**src/ppuPkg.sv**
```systemverilog
`default_nettype none

package ppuPkg;

	////////////////////////////////////////////////////////////
	// Memory geometry
	////////////////////////////////////////////////////////////

	// Sprite attribute memory holds one 32-bit word per sprite
	localparam int oamEntries = 64;
	localparam int oamAddrBits = 6;

	// Four byte lanes per sprite word
	localparam int oamLanes = 4;

	// Tile table and attribute table share this depth
	localparam int bgEntries = 1024;
	localparam int bgAddrBits = 10;

	////////////////////////////////////////////////////////////
	// Instruction encoding
	////////////////////////////////////////////////////////////

	// Opcodes issued by the CPU
	// Values 8 to 15 are not defined and never write
	typedef enum logic [3:0] {
		opNone           = 4'h0,
		opRemoveSprite   = 4'h1,
		opSpriteLocation = 4'h2,
		opSpriteLoad     = 4'h3,
		opSpriteTile     = 4'h4,
		opBgTile         = 4'h5,
		opSpriteAttr     = 4'h6,
		opBgAttr         = 4'h7
	} ppuOp_e;

	// One instruction from the CPU
	typedef struct packed {
		ppuOp_e                opcode;
		logic [bgAddrBits-1:0] index;
		logic [31:0]           value;
	} ppuInstr_t;

	////////////////////////////////////////////////////////////
	// Write requests
	////////////////////////////////////////////////////////////

	// Sprite entry write
	// Lane 3 is Y position, lane 2 tile, lane 1 attribute, lane 0 X position
	typedef struct packed {
		logic [oamLanes-1:0]    laneEn;
		logic [oamAddrBits-1:0] addr;
		logic [31:0]            data;
	} oamWrite_t;

	// Background write
	// Address and data are shared by both tables
	typedef struct packed {
		logic                  tileEn;
		logic                  attrEn;
		logic [bgAddrBits-1:0] addr;
		logic [7:0]            data;
	} bgWrite_t;

endpackage

`default_nettype wire

```
**src/oamMemory.sv**
```systemverilog
`timescale 1ns/10ps
`default_nettype none

// Sprite attribute memory
// 64 words of 32 bits with a write enable per byte lane
module oamMemory (
	input  logic                           clk,
	input  logic                           rstN,
	input  ppuPkg::oamWrite_t              wr,
	input  logic [ppuPkg::oamAddrBits-1:0] rdAddr,
	output logic [31:0]                    rdData
);

	////////////////////////////////////////////////////////////
	// Storage
	////////////////////////////////////////////////////////////

	// One word per sprite
	// Byte 3 Y position, byte 2 tile, byte 1 attribute, byte 0 X position
	logic [31:0] spriteMem [ppuPkg::oamEntries];

	////////////////////////////////////////////////////////////
	// Write port
	////////////////////////////////////////////////////////////

	// Each lane written on its own
	// Untouched lanes keep the other sprite fields
	always_ff @(posedge clk) begin
		for (int lane = 0; lane < ppuPkg::oamLanes; lane++) begin
			if (wr.laneEn[lane]) begin
				spriteMem[wr.addr][lane*8 +: 8] <= wr.data[lane*8 +: 8];
			end
		end
	end

	////////////////////////////////////////////////////////////
	// Read port
	////////////////////////////////////////////////////////////

	// Registered read, one cycle latency
	// A write to the same address on this edge is not seen yet
	always_ff @(posedge clk or negedge rstN) begin
		if (!rstN) begin
			rdData <= '0;
		end else begin
			rdData <= spriteMem[rdAddr];
		end
	end

endmodule

`default_nettype wire

```
**config.mk**
```make
export PLATFORM = sky130hd
export DESIGN_NAME = oamMemory
export DESIGN_NICKNAME = d
export VERILOG_FILES = /design/src/ppuPkg.sv /design/src/oamMemory.sv
export SDC_FILE = /design/constraint.sdc
export NUM_CORES = 2
export LEC_CHECK = 0
export BUFFER_PORTS_ARGS = -buffer_cell sky130_fd_sc_hd__clkbuf_2
export CORE_MARGIN = 3
export CORE_UTILIZATION = 57
export DETAILED_ROUTE_END_ITERATION = 10
export PLACE_DENSITY = 0.79
export SLEW_MARGIN = 20
export SYNTH_ARGS = -nofsm -noshare
export SYNTH_HDL_FRONTEND = slang
export SYNTH_SLANG_ARGS = --single-unit
export TNS_END_PERCENT = 10
```
**constraint.sdc**
```tcl
create_clock -name clk -period 1.6 [get_ports clk]
set_input_delay 0.08 -clock clk [delete_from_list [all_inputs] [get_ports clk]]
set_output_delay 0.08 -clock clk [all_outputs]
set_load 0.01 [all_outputs]
```
Word level (Yosys, flattened, before mapping)
Memories as Yosys holds them, arrays and structs flattened. A register that Yosys moved wholly into a read port is not among the register bits.
Index checks and enable logic that the tools add are counted.

cells by class
  reductions and logical operators = 1
  multiplexer cells = 8

operator list
  operator          count
  $mux W1           8
  $logic_not A1 Y1  1

storage, ports and cells
  bits in registers = 0
  bits in writable memories = 2048
  memories kept = 1
  output and inout bits = 32

memory list
  memory     words  bits a word  read ports  clocked after memory_dff  wr ports  line             source
  spriteMem  64     32           1           1                         1         oamMemory.sv:20  logic [31:0] spriteMem [ppuPkg::oamEntries];

Depth between registers and ports, before layout
  depth after elaboration = 2
  mapped depth = 11
  gate-level depth less buffers = 5

Least setup slack after synthesis
Ideal clock, no wire load.

  path type = in2reg
  from = input rdAddr[0] in the netlist's numbering
  to = register rdData[10], read port of spriteMem
  slack = -0.210 ns
  path buffers = 3
  arrival time = 1.690 ns
  stages = 7
  library setup time = 0.120 ns
  data required time = 1.480 ns
  cell sequence = buf_6 -> buf_8 -> buf_2 -> mux4_2 -> a211oi_1 -> o22ai_1 -> and3_1

RTL lines
  element          line             source
  start, declared  oamMemory.sv:10  input logic [ppuPkg::oamAddrBits-1:0] rdAddr,
  end, declared    oamMemory.sv:11  output logic [31:0] rdData

==> results_dict.tcl <==
set metrics [dict create \
    synth-warning-count 0 \
    detail_route.vias_per_cell 6.835 \
    netlist_instances 3949 \
    reg2reg_from "spriteMem[32][2]" \
    core_area_sq_um 142100 \
    p_leak_nw 33.55 \
    clkSinkCount 2080 \
    synth_edf_count 2048 \
    required_ns 2.30 \
    clock.fmax_mhz 497.3 \
    peakVddDrop_v 0.001002 \
    reg2regPathDepth 5 \
    final_layout_size_suffix_gt1_frac 0.3701 \
    crit_family "simple AND/OR/NAND/NOR gates" \
    die_area_sq_um 148100 \
    n_fill_cell 7801 \
    area_growth_syn_to_layout_pct 22.11 \
    r2r_slack_ns -0.41 \
    yosys.cell_types.count 57 \
    grt_max_degree 65 \
    hold_path_depth 5 \
    syn_area_per_cell_sq_um 20.72 \
    insertion_delay_ns 0.85 \
    synth-main-ff-cell "edfxtp_1" \
    dp_cells 6454 \
    critical_path.slowest_cell "or4b_4" \
    status "finished with violations" \
    met3_usage 0.1003 \
    p_per_area_nw_per_um2 1149 \
    grt_pass1_wl_microns 344800 \
    endpoint_kind "register" \
    wl_per_cell_microns 35.76 \
    crit_chain "mux4_2, nand2_1, or4b_4, a32oi_4, nor3_2" \
    total_power_mw 114.9 \
    fin_crit_ns 2.011 \
    row_count 138 \
    grt_pass1_vias 46110 \
    fin_crit_sh 1.257 \
    clock_skew_ns 0.03771 \
    initial_core_util 0.5759 \
    overflow 0 \
    final_common_cell "edfxtp_1" \
    met1_usage 0.4500 \
    tritoncts "built" \
    worstSetupStartpointType "register" \
    worstReg2RegEnd "rdData[2]" \
    die_w_microns 384.9 \
    slew_headroom 0.2911 \
    finalHoldViolations 0 \
    fin_cells 6893 \
    cts-root-buf "clkbuf_16" \
    hp-class "in2reg" \
    busiest_layer "met2" \
    arrival_ns 2.71 \
    cp.buffers_inverters 0 \
    worstHoldStart "rdAddr[2]" \
    io_pins 82 \
    finish.utilization 0.7032 \
    slew_violations 0 \
    gp_congestion 0.9750 \
    die_h_microns 384.9 \
    netlist_area_sq_um 81830 \
    port_buffers 81 \
    fin_ws_ns -0.4110 \
    ys_seq_elements 2080 \
    synth_seq_area_share 0.7613 \
    violations "negative setup slack" \
    clockBufferDepth 3 \
    dp_hpwl_microns 156800 \
    cts.clk_slew.worst_paths_ns 0.07 \
    drt_pass1_iterations 8 \
    cp_max_fo 1 \
    final_cell_mix "2048 x edfxtp_1, 497 x buf_4, 365 x mux4_2, 277 x buf_12, 192 x clkbuf_16" \
    nets 4849 \
    wirelength_microns 246500 \
    htreeDepth 4 \
    hold_path_end "rdData[0]" \
    rsz0062_at_grt "yes" \
    grt_usage 0.3342 \
    cap_violations 0 \
    synthesis.nets 3999 \
    synthArstFlopShare 0.01538 \
    drt-initial-drc-count 7891 \
    critPathMaxStageDelay_ns 0.51 \
    crit_type "reg2reg" \
    route.detailed.drc 0 \
    ant_nets 0 \
    numCtsBuffers 192 \
    use_met2 0.4890 \
    antenna_found_initial 38 \
    vias 47120 \
    setup_viol 36 \
    worst_pin_slew_ns 1.061 \
]
[final cells by class]
type,instances,area (sq um),area share
Antenna cell,34,85.08,0.0008515
Clock buffer,237,5094,0.05098
Clock inverter,127,1285,0.01286
Inverter,2,7.507,0.00007513
Multi-Input combinational cell,1626,18590,0.1860
Sequential cell,2080,62320,0.6237
Tap cell,1890,2365,0.02367
Timing Repair Buffer,897,10180,0.1019
[report_power, final]
part / leakage, nW / switching [mW] / internal [mW] / total (mW)
registers: 18.8 / 0.368 / 60.3 / 60.7
logic: 11.6 / 4.58 / 3.15 / 7.73
clock network: 3.12 / 20.5 / 25.9 / 46.4
total: 33.6 / 25.5 / 89.4 / 115
[worst max-delay path by stage]
stage | startpoint | endpoint | slack, ns | cells after the start
6_report | spriteMem[32][2] | rdData[2] | -0.41 | 5
5_1_grt | spriteMem[37][25] | rdData[25] | -0.37 | 5
4_1_cts | spriteMem[33][18] | rdData[18] | -0.36 | 5
3_5_place_dp | rdAddr[0] | rdData[29] | -0.81 | 9
3_3_place_gp | rdAddr[0] | rdData[26] | -0.78 | 8
2_1_floorplan | wr[34] | spriteMem[52][0] | -0.08 | 5
[stage by stage]
| stage | hold slack [ns] | setup TNS (ns) | setup WS (ns) | instance area (sq um) |
|---|---|---|---|---|
| finish | 0.1016 | -6.138 | -0.4110 | 99920 |
| global route | 0.07775 | -6.881 | -0.3744 | 99840 |
| CTS | 0.02017 | -5.632 | -0.3590 | 99710 |
| detailed placement | 0.1394 | -470.38 | -0.8068 | 92440 |
| global placement | 0.1290 | -439.44 | -0.7843 | 92440 |
| floorplan | -0.2156 | -16.46 | -0.07644 | 82070 |
[routing by layer]
metal,up-vias,share of wire
li1,18080,-
met1,23980,0.34
met2,4224,0.45
met3,817,0.14
met4,22,0.067
met5,-,0.00061
[synthesized netlist by cell type, drive strengths merged, types with 18 or more instances]
| master | count | area, sq um |
|---|---|---|
| edfxtp | 2048 | 61500 |
| mux4 | 394 | 9114 |
| and2 | 265 | 1658 |
| mux2i | 152 | 1521 |
| buf | 145 | 1221 |
| mux2 | 117 | 1318 |
| clkbuf | 95 | 367.8 |
| o22ai | 94 | 588.1 |
| a22oi | 89 | 668.1 |
| nand2 | 86 | 322.8 |
| nor2 | 84 | 315.3 |
| a21oi | 46 | 234.0 |
| nand3 | 33 | 165.2 |
| a211oi | 32 | 240.2 |
| dfrtp | 32 | 800.8 |
| o221ai | 26 | 227.7 |
| nor2b | 20 | 125.1 |
| a31oi | 18 | 112.6 |
[state kept, by name (all words and copies together), names as in the netlist]
signal / cells
spriteMem: 2048
rdData: 32
[cells by family after synthesis]
kind of cell | count (synthesis) | synth area share
compound gates | 387 | 0.03396
mux | 663 | 0.1461
simple gates | 576 | 0.03904
flops | 2080 | 0.7613
buf+inv | 243 | 0.01962
[worst reg2reg max path, stage by stage (launching register included)]
cell	delay (ns)
edfxtp_1	0.45
mux4_2	0.51
nand2_1	0.08
or4b_4	0.51
a32oi_4	0.25
nor3_2	0.07
[what timing repair did]
| action | in CTS | in global routing |
|---|---|---|
| hold endpoints to repair | 2150 | 0 |
| hold buffers | 41 | 0 |
| setup endpoints to repair | 47 | 37 |
| buffers inserted | 0 | 0 |
| pin swaps | 27 | 11 |
| gates resized for setup | 96 | 31 |
(Power assumes the default switching activity.)
