## src/ppuPkg.sv

```systemverilog
`default_nettype none

package ppuPkg;

	////////////////////////////////////////////////////////////
	// Memory geometry
	////////////////////////////////////////////////////////////

	// Sprite attribute memory holds one 32-bit word per sprite
	localparam int oamEntries = 64;
	localparam int oamAddrBits = 6;

	// Four byte lanes per sprite word
	localparam int oamLanes = 4;

	// Tile table and attribute table share this depth
	localparam int bgEntries = 1024;
	localparam int bgAddrBits = 10;

	////////////////////////////////////////////////////////////
	// Instruction encoding
	////////////////////////////////////////////////////////////

	// Opcodes issued by the CPU
	// Values 8 to 15 are not defined and never write
	typedef enum logic [3:0] {
		opNone           = 4'h0,
		opRemoveSprite   = 4'h1,
		opSpriteLocation = 4'h2,
		opSpriteLoad     = 4'h3,
		opSpriteTile     = 4'h4,
		opBgTile         = 4'h5,
		opSpriteAttr     = 4'h6,
		opBgAttr         = 4'h7
	} ppuOp_e;

	// One instruction from the CPU
	typedef struct packed {
		ppuOp_e                opcode;
		logic [bgAddrBits-1:0] index;
		logic [31:0]           value;
	} ppuInstr_t;

	////////////////////////////////////////////////////////////
	// Write requests
	////////////////////////////////////////////////////////////

	// Sprite entry write
	// Lane 3 is Y position, lane 2 tile, lane 1 attribute, lane 0 X position
	typedef struct packed {
		logic [oamLanes-1:0]    laneEn;
		logic [oamAddrBits-1:0] addr;
		logic [31:0]            data;
	} oamWrite_t;

	// Background write
	// Address and data are shared by both tables
	typedef struct packed {
		logic                  tileEn;
		logic                  attrEn;
		logic [bgAddrBits-1:0] addr;
		logic [7:0]            data;
	} bgWrite_t;

endpackage

`default_nettype wire

```

## src/cpuPpuInterface.sv

```systemverilog
`timescale 1ns/10ps
`default_nettype none

// Instruction decoder
// Turns one CPU instruction into write requests for the sprite
// memory and the two background tables, all in the same cycle
module cpuPpuInterface (
	input  ppuPkg::ppuInstr_t instr,
	input  logic              instrValid,
	output ppuPkg::oamWrite_t oamWr,
	output ppuPkg::bgWrite_t  bgWr
);

	////////////////////////////////////////////////////////////
	// Opcode decode
	////////////////////////////////////////////////////////////

	// Sprite fields touched by the opcode
	logic [ppuPkg::oamLanes-1:0] laneMask;

	// Sprite removal writes all ones
	logic forceOnes;

	// Background table selects
	logic tileSel;
	logic attrSel;

	always_comb begin
		// Nothing selected unless the opcode asks for it
		laneMask = '0;
		forceOnes = 1'b0;
		tileSel = 1'b0;
		attrSel = 1'b0;

		case (instr.opcode)
			ppuPkg::opRemoveSprite: begin
				// Whole entry cleared to the removed pattern
				laneMask = 4'b1111;
				forceOnes = 1'b1;
			end

			ppuPkg::opSpriteLocation: begin
				// Y and X bytes only
				laneMask = 4'b1001;
			end

			ppuPkg::opSpriteLoad: begin
				// Full sprite entry
				laneMask = 4'b1111;
			end

			ppuPkg::opSpriteTile: begin
				// Tile byte only
				laneMask = 4'b0100;
			end

			ppuPkg::opSpriteAttr: begin
				// Attribute byte only
				laneMask = 4'b0010;
			end

			ppuPkg::opBgTile: begin
				tileSel = 1'b1;
			end

			ppuPkg::opBgAttr: begin
				attrSel = 1'b1;
			end

			default: begin
				// opNone and undefined codes write nothing
				laneMask = '0;
			end
		endcase
	end

	////////////////////////////////////////////////////////////
	// Sprite write request
	////////////////////////////////////////////////////////////

	always_comb begin
		// Only the low index bits address a sprite
		oamWr.addr = instr.index[ppuPkg::oamAddrBits-1:0];

		if (forceOnes) begin
			oamWr.data = '1;
		end else begin
			oamWr.data = instr.value;
		end

		// No strobe without a valid instruction
		oamWr.laneEn = instrValid ? laneMask : '0;
	end

	////////////////////////////////////////////////////////////
	// Background write request
	////////////////////////////////////////////////////////////

	always_comb begin
		// Full index addresses the tables
		bgWr.addr = instr.index;

		// One byte per table entry
		bgWr.data = instr.value[7:0];

		bgWr.tileEn = instrValid & tileSel;
		bgWr.attrEn = instrValid & attrSel;
	end

endmodule

`default_nettype wire

```

## config.mk

```make
export PLATFORM = sky130hd
export DESIGN_NAME = cpuPpuInterface
export DESIGN_NICKNAME = d
export VERILOG_FILES = /design/src/ppuPkg.sv /design/src/cpuPpuInterface.sv
export SDC_FILE = /design/constraint.sdc
export NUM_CORES = 1
export LEC_CHECK = 0
export BUFFER_PORTS_ARGS = -buffer_cell sky130_fd_sc_hd__buf_2
export CAP_MARGIN = 0
export CORE_AREA = 8 8 53 55
export DETAILED_ROUTE_END_ITERATION = 8
export DIE_AREA = 0 0 61 63
export PLACE_DENSITY = 0.95
export SYNTH_ARGS = -nofsm -noshare
export SYNTH_HDL_FRONTEND = slang
export SYNTH_SLANG_ARGS = --single-unit
```

## constraint.sdc

```tcl
create_clock -name vclk -period 2.1
set_input_delay 0.42 -clock vclk [all_inputs]
set_output_delay 0.42 -clock vclk [all_outputs]
set_load 0.03 [all_outputs]
```

## Word level (Yosys, flattened, before mapping)

Index checks and enable logic that the tools add are counted.

| word-level totals | value |
|---|---|
| register bits after elaboration | 0 |
| input bits | 47 |
| logic and storage cells | 16 |

| operators by class | value |
|---|---|
| eq/ne operators | 7 |
| bitwise operators | 2 |
| reductions and logical operators | 1 |
| muxes and demuxes | 6 |

Operator list:

| cell | number |
|---|---|
| 32-bit 2-to-1 mux | 1 |
| 4-bit by 3-bit equality test with 1-bit output (second input constant) | 4 |
| 4-bit case mux with 4 select lines | 1 |
| 4-bit by 2-bit equality test with 1-bit output (second input constant) | 2 |
| 4-bit by 1-bit equality test with 1-bit output (second input constant) | 1 |
| 4-bit 2-to-1 mux | 1 |
| 1-bit 2-to-1 mux | 3 |
| 1-bit AND | 2 |
| 2-bit OR reduction | 1 |

## Longest topological paths before layout

Gate-level depths: netlist of the first run.

| logic depth | value |
|---|---|
| depth in word-level cells | 4 |
| gate-level depth with buffers | 3 |
| depth with buffers taken out | 2 |

## Worst setup path before layout of the first run

OpenSTA, ideal clock, no wires.

| timing path | value |
|---|---|
| path kind | input port to output port |
| start | in instr[45] in the netlist's numbering |
| end | out oamWr[41] in the netlist's numbering |
| slack | 0.065 ns |
| required time | 1.680 ns |
| arrival | 1.615 ns |
| path buffers | 1 |
| cell stages on the path | 3 |
| cell sequence | nand2b_1 nor3_1 buf_4 |

RTL lines:

| item | line | text |
|---|---|---|
| from (decl) | cpuPpuInterface.sv:8 | `input ppuPkg::ppuInstr_t instr,` |
| to (decl) | cpuPpuInterface.sv:10 | `output ppuPkg::oamWrite_t oamWr,` |

==> results_dict.tcl, run 1 <==
set metrics [dict create \
    worst_path_largest_cell_delay_ps 280 \
    critPathLaunchType "primary input" \
    p_per_area_nw_per_um2 312 \
    critical_path.endpoint_type "output pin" \
    crit_type "primary input to output pin" \
    cp_num_buf_inv 3 \
    route.vias.total 632 \
    final_period_minus_worst_setup_slack_ps 1800 \
    max-slew-margin-rel_pct 85.5 \
    drtIter0Drc 11 \
    vias_per_cell 4.03 \
    p_total_uw 239 \
    arrival_ps 1380 \
    core-area_um2 2060 \
    synth.lib_cells_used.distinct 14 \
    drt-total-wl_um 2150 \
    sequential_element_share_of_the_synthesized_area_pct 0 \
    fin_nets 178 \
    critical-path-slowest-cell "nor4b_4" \
    holdCritPathClass "primary input to output pin" \
    grt_first_pass_wirelength_um 3010 \
    die_area_um2 3840 \
    mostFrequentLayoutCells "buf_2, or2_2" \
    n_fill_cell 226 \
    path_max_fanout 20 \
    grt_start_max_net_pins 21 \
    rows 17 \
    numSequentialCells 0 \
    ios 109 \
    netlist_area_um2 502 \
    period_share_pct 85.8 \
    mappedNetlistNets 119 \
    power.static_leakage_uw 0.000486 \
    post_cts_buffers 0 \
    die_h_um 63 \
    post_drt_wl_per_cell_um 13.7 \
    postSynthCellCount 72 \
    cts-hold-fix-buffers 0 \
    worst_path_most_repeated_cell "buf_2" \
    synth.avg_cell_area_um2 6.97 \
    die-width_um 61 \
    mostFrequentLayoutCell "buf_2" \
    clock_buffers 0 \
    slew_violations 0 \
    yosysWarningCount 0 \
    synthToLayoutAreaGrowth_pct 52.4 \
    power.ir.vdd_worst_mv 0.143 \
    initial_utilization_pct 24.3 \
    globalRoute.totalOverflow 0 \
    initial_antenna_violation_count 0 \
    timing.critical_path.cells "buf_2 -> nor4b_4 -> buf_4 -> or2_2 -> buf_2" \
    drv.max_cap_violation_count 0 \
    port-buffer-count 83 \
    num_antenna_cells 0 \
    timing.fmax_ghz 0.555 \
    first_global_vias 616 \
    rsz0062_at_grt "false" \
    path_delay_family "buffers and inverters" \
    ctsResizeCount 0 \
    detail_route.drc_violations 0 \
    ant_nets 0 \
    actual_transition_at_the_worst_max_transition_pin_ps 216 \
    place_congestion 0.736 \
    hpwlAfterDp_um 1960 \
    sum_of_negative_setup_slack_ps 0 \
    regArea_um2 0 \
    final_layout_size_suffix_gt1_share_pct 91.5 \
    status "complete, no violations" \
    timing.final.setup_violations 0 \
    grt_usage_pct 9.48 \
    hold_viol_final 0 \
    dr.pass1.iters 2 \
    worstPathRequired_ps 1680 \
]
[routing by layer]
layer / track usage, % / up-vias / part of all wire [%] / wire [um]
met1: 8.03 / 265 / 30 / 636
met2: 20.2 / 47 / 57 / 1230
met3: 2.67 / 6 / 13 / 277
met4: 0.875 / 0 / 0.56 / 12
met5: 0 / - / 0 / 0
li1: - / 314 / - / -
[where the power goes]
part           internal (uW)  total, uW  switching, uW
clock network              0          0              0
logic                   87.4        239            151
registers                  0          0              0
total                   87.4        239            151
[stage by stage]
step                cell area, um2  hold slack (ps)  utilization (%)  std cells  worst slack (ps)
CTS                            764              840             37.1        157               293
finish                         764              840             37.1        157               298
floorplan                      502              970                -         72              65.1
detailed placement             764              840             37.1        157               294
global placement               764              840             37.1        157               311
global route                   764              840             37.1        157               236
[cells by family after synthesis]
logic type / synth area share (%)
compound gates: 2.00
buf+inv: 40.4
simple gates: 57.6
[final cells by class]
type                       count  area (um2)  share of cell area [%]
multi-input combinational     44         299                    39.1
tap                           28        35.0                    4.58
timing repair buffer          85         430                    56.3
[Yosys cell counts]
cell       n  area (um2)
or2_2     30         188
buf_4     25         188
clkbuf_2   3        15.0
a21oi_1    2        10.0
nand2b_1   2        12.5
or2_1      2        12.5
and4_2     1        10.0
and4b_2    1        11.3
nand3b_1   1        7.51
nor2_1     1        3.75
nor2b_1    1        6.26
nor3_1     1        5.00
nor4b_4    1        23.8
or3b_1     1        8.76
[worst paths after layout]
kind / cells past startpoint / slack, ps / start / endpoint
worst max-delay path: 5 / 300 / instr[43] / oamWr[27]
worst min-delay path: 0 / 840 / instr[36] / oamWr[36]
Note: power is estimated with default switching activity, not from simulation.
==> run 2, diff against run 1 <==
Settings changed: CORE_AREA 8 8 53 55 to 2 2 47 49, DIE_AREA 0 0 61 63 to 0 0 49 51.
==> results_dict.tcl, run 2 (synthesis gave the netlist of run 1 again) <==
set metrics [dict create \
    critical-path-slowest-cell "nor4b_4" \
    initial_utilization_pct 24.3 \
    timing.critical_path.cells "buf_2 -> nor4b_4 -> buf_4 -> or2_2 -> buf_2" \
    n_fill_cell 233 \
    hold_ws_ps 840 \
    final_period_minus_worst_setup_slack_ps 1830 \
    drt-total-wl_um 1500 \
    grt_usage_pct 9.55 \
    final.setup.worst_slack_ps 266 \
    cts-hold-fix-buffers 0 \
    dpl_cell_area_um2 757 \
    port-buffer-count 83 \
    die-width_um 49 \
    multi_input_comb_area_um2 299 \
    max-slew-margin-rel_pct 85.7 \
    synthToLayoutAreaGrowth_pct 50.9 \
    detail_route.drc_violations 0 \
    fin_nets 177 \
    critical_path.endpoint_type "output pin" \
    crit_type "primary input to output pin" \
    final_design_area_no_fill_um2 757 \
    die_area_um2 2500 \
    drtIter0Drc 5 \
    power.static_leakage_uw 0.000481 \
    grt_first_pass_wirelength_um 1970 \
    status "complete, no violations" \
    regArea_um2 0 \
    first_global_vias 448 \
    numSequentialCells 0 \
    place_congestion 0.674 \
    power.ir.vdd_worst_mv 0.142 \
    core-area_um2 2060 \
    hpwlAfterDp_um 1330 \
    actual_transition_at_the_worst_max_transition_pin_ps 213 \
    post_cts_buffers 0 \
    initial_antenna_violation_count 0 \
    clock_buffers 0 \
    num_antenna_cells 0 \
    hold_viol_final 0 \
    worstPathRequired_ps 1680 \
    ctsResizeCount 0 \
    route.vias.total 618 \
    timing.fmax_ghz 0.545 \
    ant_nets 0 \
    p_int_uw 86.7 \
    ios 109 \
    rsz0062_at_grt "false" \
    sum_of_negative_setup_slack_ps 0 \
    vias_per_cell 3.96 \
    rows 17 \
    power.switching_fraction_pct 62.8 \
    p_clk_share_pct 0 \
    worst_path_largest_cell_delay_ps 260 \
    worst_path_most_repeated_cell "buf_2" \
    final_layout_size_suffix_gt1_share_pct 91.4 \
    drv.max_cap_violation_count 0 \
    slew_violations 0 \
    mostFrequentLayoutCell "buf_2" \
    placement.setup.worst_slack_ps 257 \
    arrival_ps 1410 \
    path_max_fanout 32 \
    holdCritPathClass "primary input to output pin" \
    p_comb_share_pct 100.0 \
    timing.final.setup_violations 0 \
    p_seq_share_pct 0 \
    die_h_um 51 \
    period_share_pct 87.3 \
    globalRoute.totalOverflow 0 \
    critPathLaunchType "primary input" \
    mostFrequentLayoutCells "buf_2, or2_2, or2_1, nand2b_1, a21oi_1" \
    grt_start_max_net_pins 33 \
    p_switching_uw 147 \
    dr.pass1.iters 4 \
    post_drt_wl_per_cell_um 9.60 \
    p_per_area_nw_per_um2 308 \
]
run 2: cell count changes in the layout (fill, tap and decap cells not counted), sizes merged:
cell,previous run,this run
buf,85,84
run 2: cell type report:
type,count,area share (%)
repair buffers,84,55.9
multi-input cells,44,39.5
well taps,28,4.63
run 2: final timing paths:
| kind | startpoint | to | slack, ps | cells after the start |
|---|---|---|---|---|
| worst min-delay path | instr[40] | bgWr[16] | 840 | 0 |
| worst max-delay path | instr[43] | oamWr[24] | 270 | 5 |
run 2: routing by layer:
metal / part of all wire [%] / track usage, %
met5: 0 / 0
met4: 0.87 / 0.952
met3: 9.7 / 2.34
met2: 54 / 19.4
met1: 35 / 10.2
run 2: power by group through the flow:
stage	Combinational, uW	Clock, uW	Sequential (uW)
2_1_floorplan	220	0	0
3_3_place_gp	233	0	0
3_5_place_dp	235	0	0
4_1_cts	235	0	0
5_1_grt	248	0	0
6_report	233	0	0
run 2: stage by stage:
| step | total power (uW) | utilization [%] | cells |
|---|---|---|---|
| final | 233 | 36.7 | 156 |
| after global routing | 248 | 36.7 | 156 |
| after CTS | 235 | 36.7 | 156 |
| after detailed placement | 235 | 36.7 | 156 |
| after global placement | 233 | 36.7 | 156 |
| after floorplan | 220 | - | 72 |
run 2: worst max-delay path: cells and delay by family:
family,cells,cell delay (ps)
simple gates,2,410
buf+inv,3,570
==> run 3, diff against run 2 <==
Settings changed: PLACE_DENSITY 0.95 to default, PLACE_DENSITY_LB_ADDON from default to 0.2, TNS_END_PERCENT from default to 1.
==> results_dict.tcl, run 3 (synthesis gave the netlist of run 1 again) <==
set metrics [dict create \
    whs_endpoint "bgWr[17]" \
    drtIter0Drc 7 \
    sum_of_negative_setup_slack_ps 0 \
    rows 17 \
    num_antenna_cells 0 \
    power.switching_fraction_pct 62.7 \
    cp_launch_point "instr[43]" \
    grtUsageMet2_pct 21.2 \
    post_cts_buffers 0 \
    initial_utilization_pct 24.3 \
    p_switching_uw 147 \
    p_clk_share_pct 0 \
    worstHoldStart "instr[41]" \
    max-slew-margin-rel_pct 85.8 \
    timing.fmax_ghz 0.553 \
    die_area_um2 2500 \
    detail_route.drc_violations 0 \
    path_max_fanout 17 \
    grt_first_pass_wirelength_um 2170 \
    core-area_um2 2060 \
    hpwlAfterDp_um 1340 \
    hold_viol_final 0 \
    p_int_uw 87.2 \
    final_period_minus_worst_setup_slack_ps 1810 \
    globalRoute.totalOverflow 0 \
    holdCritPathClass "primary input to output pin" \
    initial_antenna_violation_count 0 \
    actual_transition_at_the_worst_max_transition_pin_ps 211 \
    power.static_leakage_uw 0.000486 \
    power.ir.vdd_worst_mv 0.114 \
    grt_start_max_net_pins 18 \
    die-width_um 49 \
    regArea_um2 0 \
    global_route.usage.met1_pct 10.0 \
    n_fill_cell 237 \
    multi_input_comb_area_um2 299 \
    whs_path_depth 0 \
    rsz0062_at_grt "false" \
    crit_type "primary input to output pin" \
    grt_usage_pct 10.2 \
    drv.max_cap_violation_count 0 \
    numSequentialCells 0 \
    ant_nets 0 \
    p_per_area_nw_per_um2 306 \
    post_drt_wl_per_cell_um 9.64 \
    timing.final.setup_violations 0 \
    place_congestion 0.761 \
    mostFrequentLayoutCells "buf_2, or2_2" \
    slew_violations 0 \
    final_design_area_no_fill_um2 764 \
    synthToLayoutAreaGrowth_pct 52.4 \
    mostFrequentLayoutCell "buf_2" \
    route.vias.total 642 \
    critPathLaunchType "primary input" \
    worstPathRequired_ps 1680 \
    p_comb_share_pct 100.0 \
    dpl_cell_area_um2 764 \
    global_route.peak_usage_layer "met2" \
    critical_path.endpoint_type "output pin" \
    final_layout_size_suffix_gt1_share_pct 91.5 \
    p_seq_share_pct 0 \
    drt-total-wl_um 1510 \
    first_global_vias 495 \
    fin_nets 178 \
    period_share_pct 86.1 \
    die_h_um 51 \
    vias_per_cell 4.09 \
    p_total_uw 234 \
    met3_layer_usage_reported_by_global_route_pct 2.63 \
    arrival_ps 1390 \
    port-buffer-count 83 \
    dr.pass1.iters 4 \
    ios 109 \
    clock_buffers 0 \
    cts-hold-fix-buffers 0 \
    status "complete, no violations" \
    ctsResizeCount 0 \
]
-- run 3: worst max path at each step --
stage / end / depth (start not counted)
detailed placement: oamWr[31] / 5
global placement: oamWr[31] / 5
CTS: oamWr[31] / 5
floorplan: oamWr[41] / 3
global route: oamWr[31] / 5
finish: oamWr[31] / 5
-- run 3: per-layer routing --
layer	up-vias	part of all wire (%)
met3	8	13
li1	316	-
met4	0	1.3
met1	275	34
met5	-	0
met2	43	52
-- run 3: per-stage QoR --
stage	cells	setup WS, ps	hold WS, ps	util, %
global placement	157	304	840	37.1
CTS	157	267	840	37.1
global route	157	221	840	37.1
finish	157	292	840	37.1
floorplan	72	65.1	970	-
detailed placement	157	265	840	37.1
-- run 3: cell type report --
type	count	share of cell area, %
Timing Repair Buffer	85	56.3
Tap cell	28	4.58
Multi-Input combinational cell	44	39.1
-- run 3: power by group through the flow --
stage | logic [uW] | registers, uW | clock network [uW]
CTS | 236 | 0 | 0
floorplan | 220 | 0 | 0
global placement | 234 | 0 | 0
global route | 248 | 0 | 0
detailed placement | 235 | 0 | 0
finish | 234 | 0 | 0
-- run 3: critical path, cell delays in order --
cell,delay [ps]
buf_2,140
nor4b_4,290
buf_4,220
or2_2,130
buf_2,190
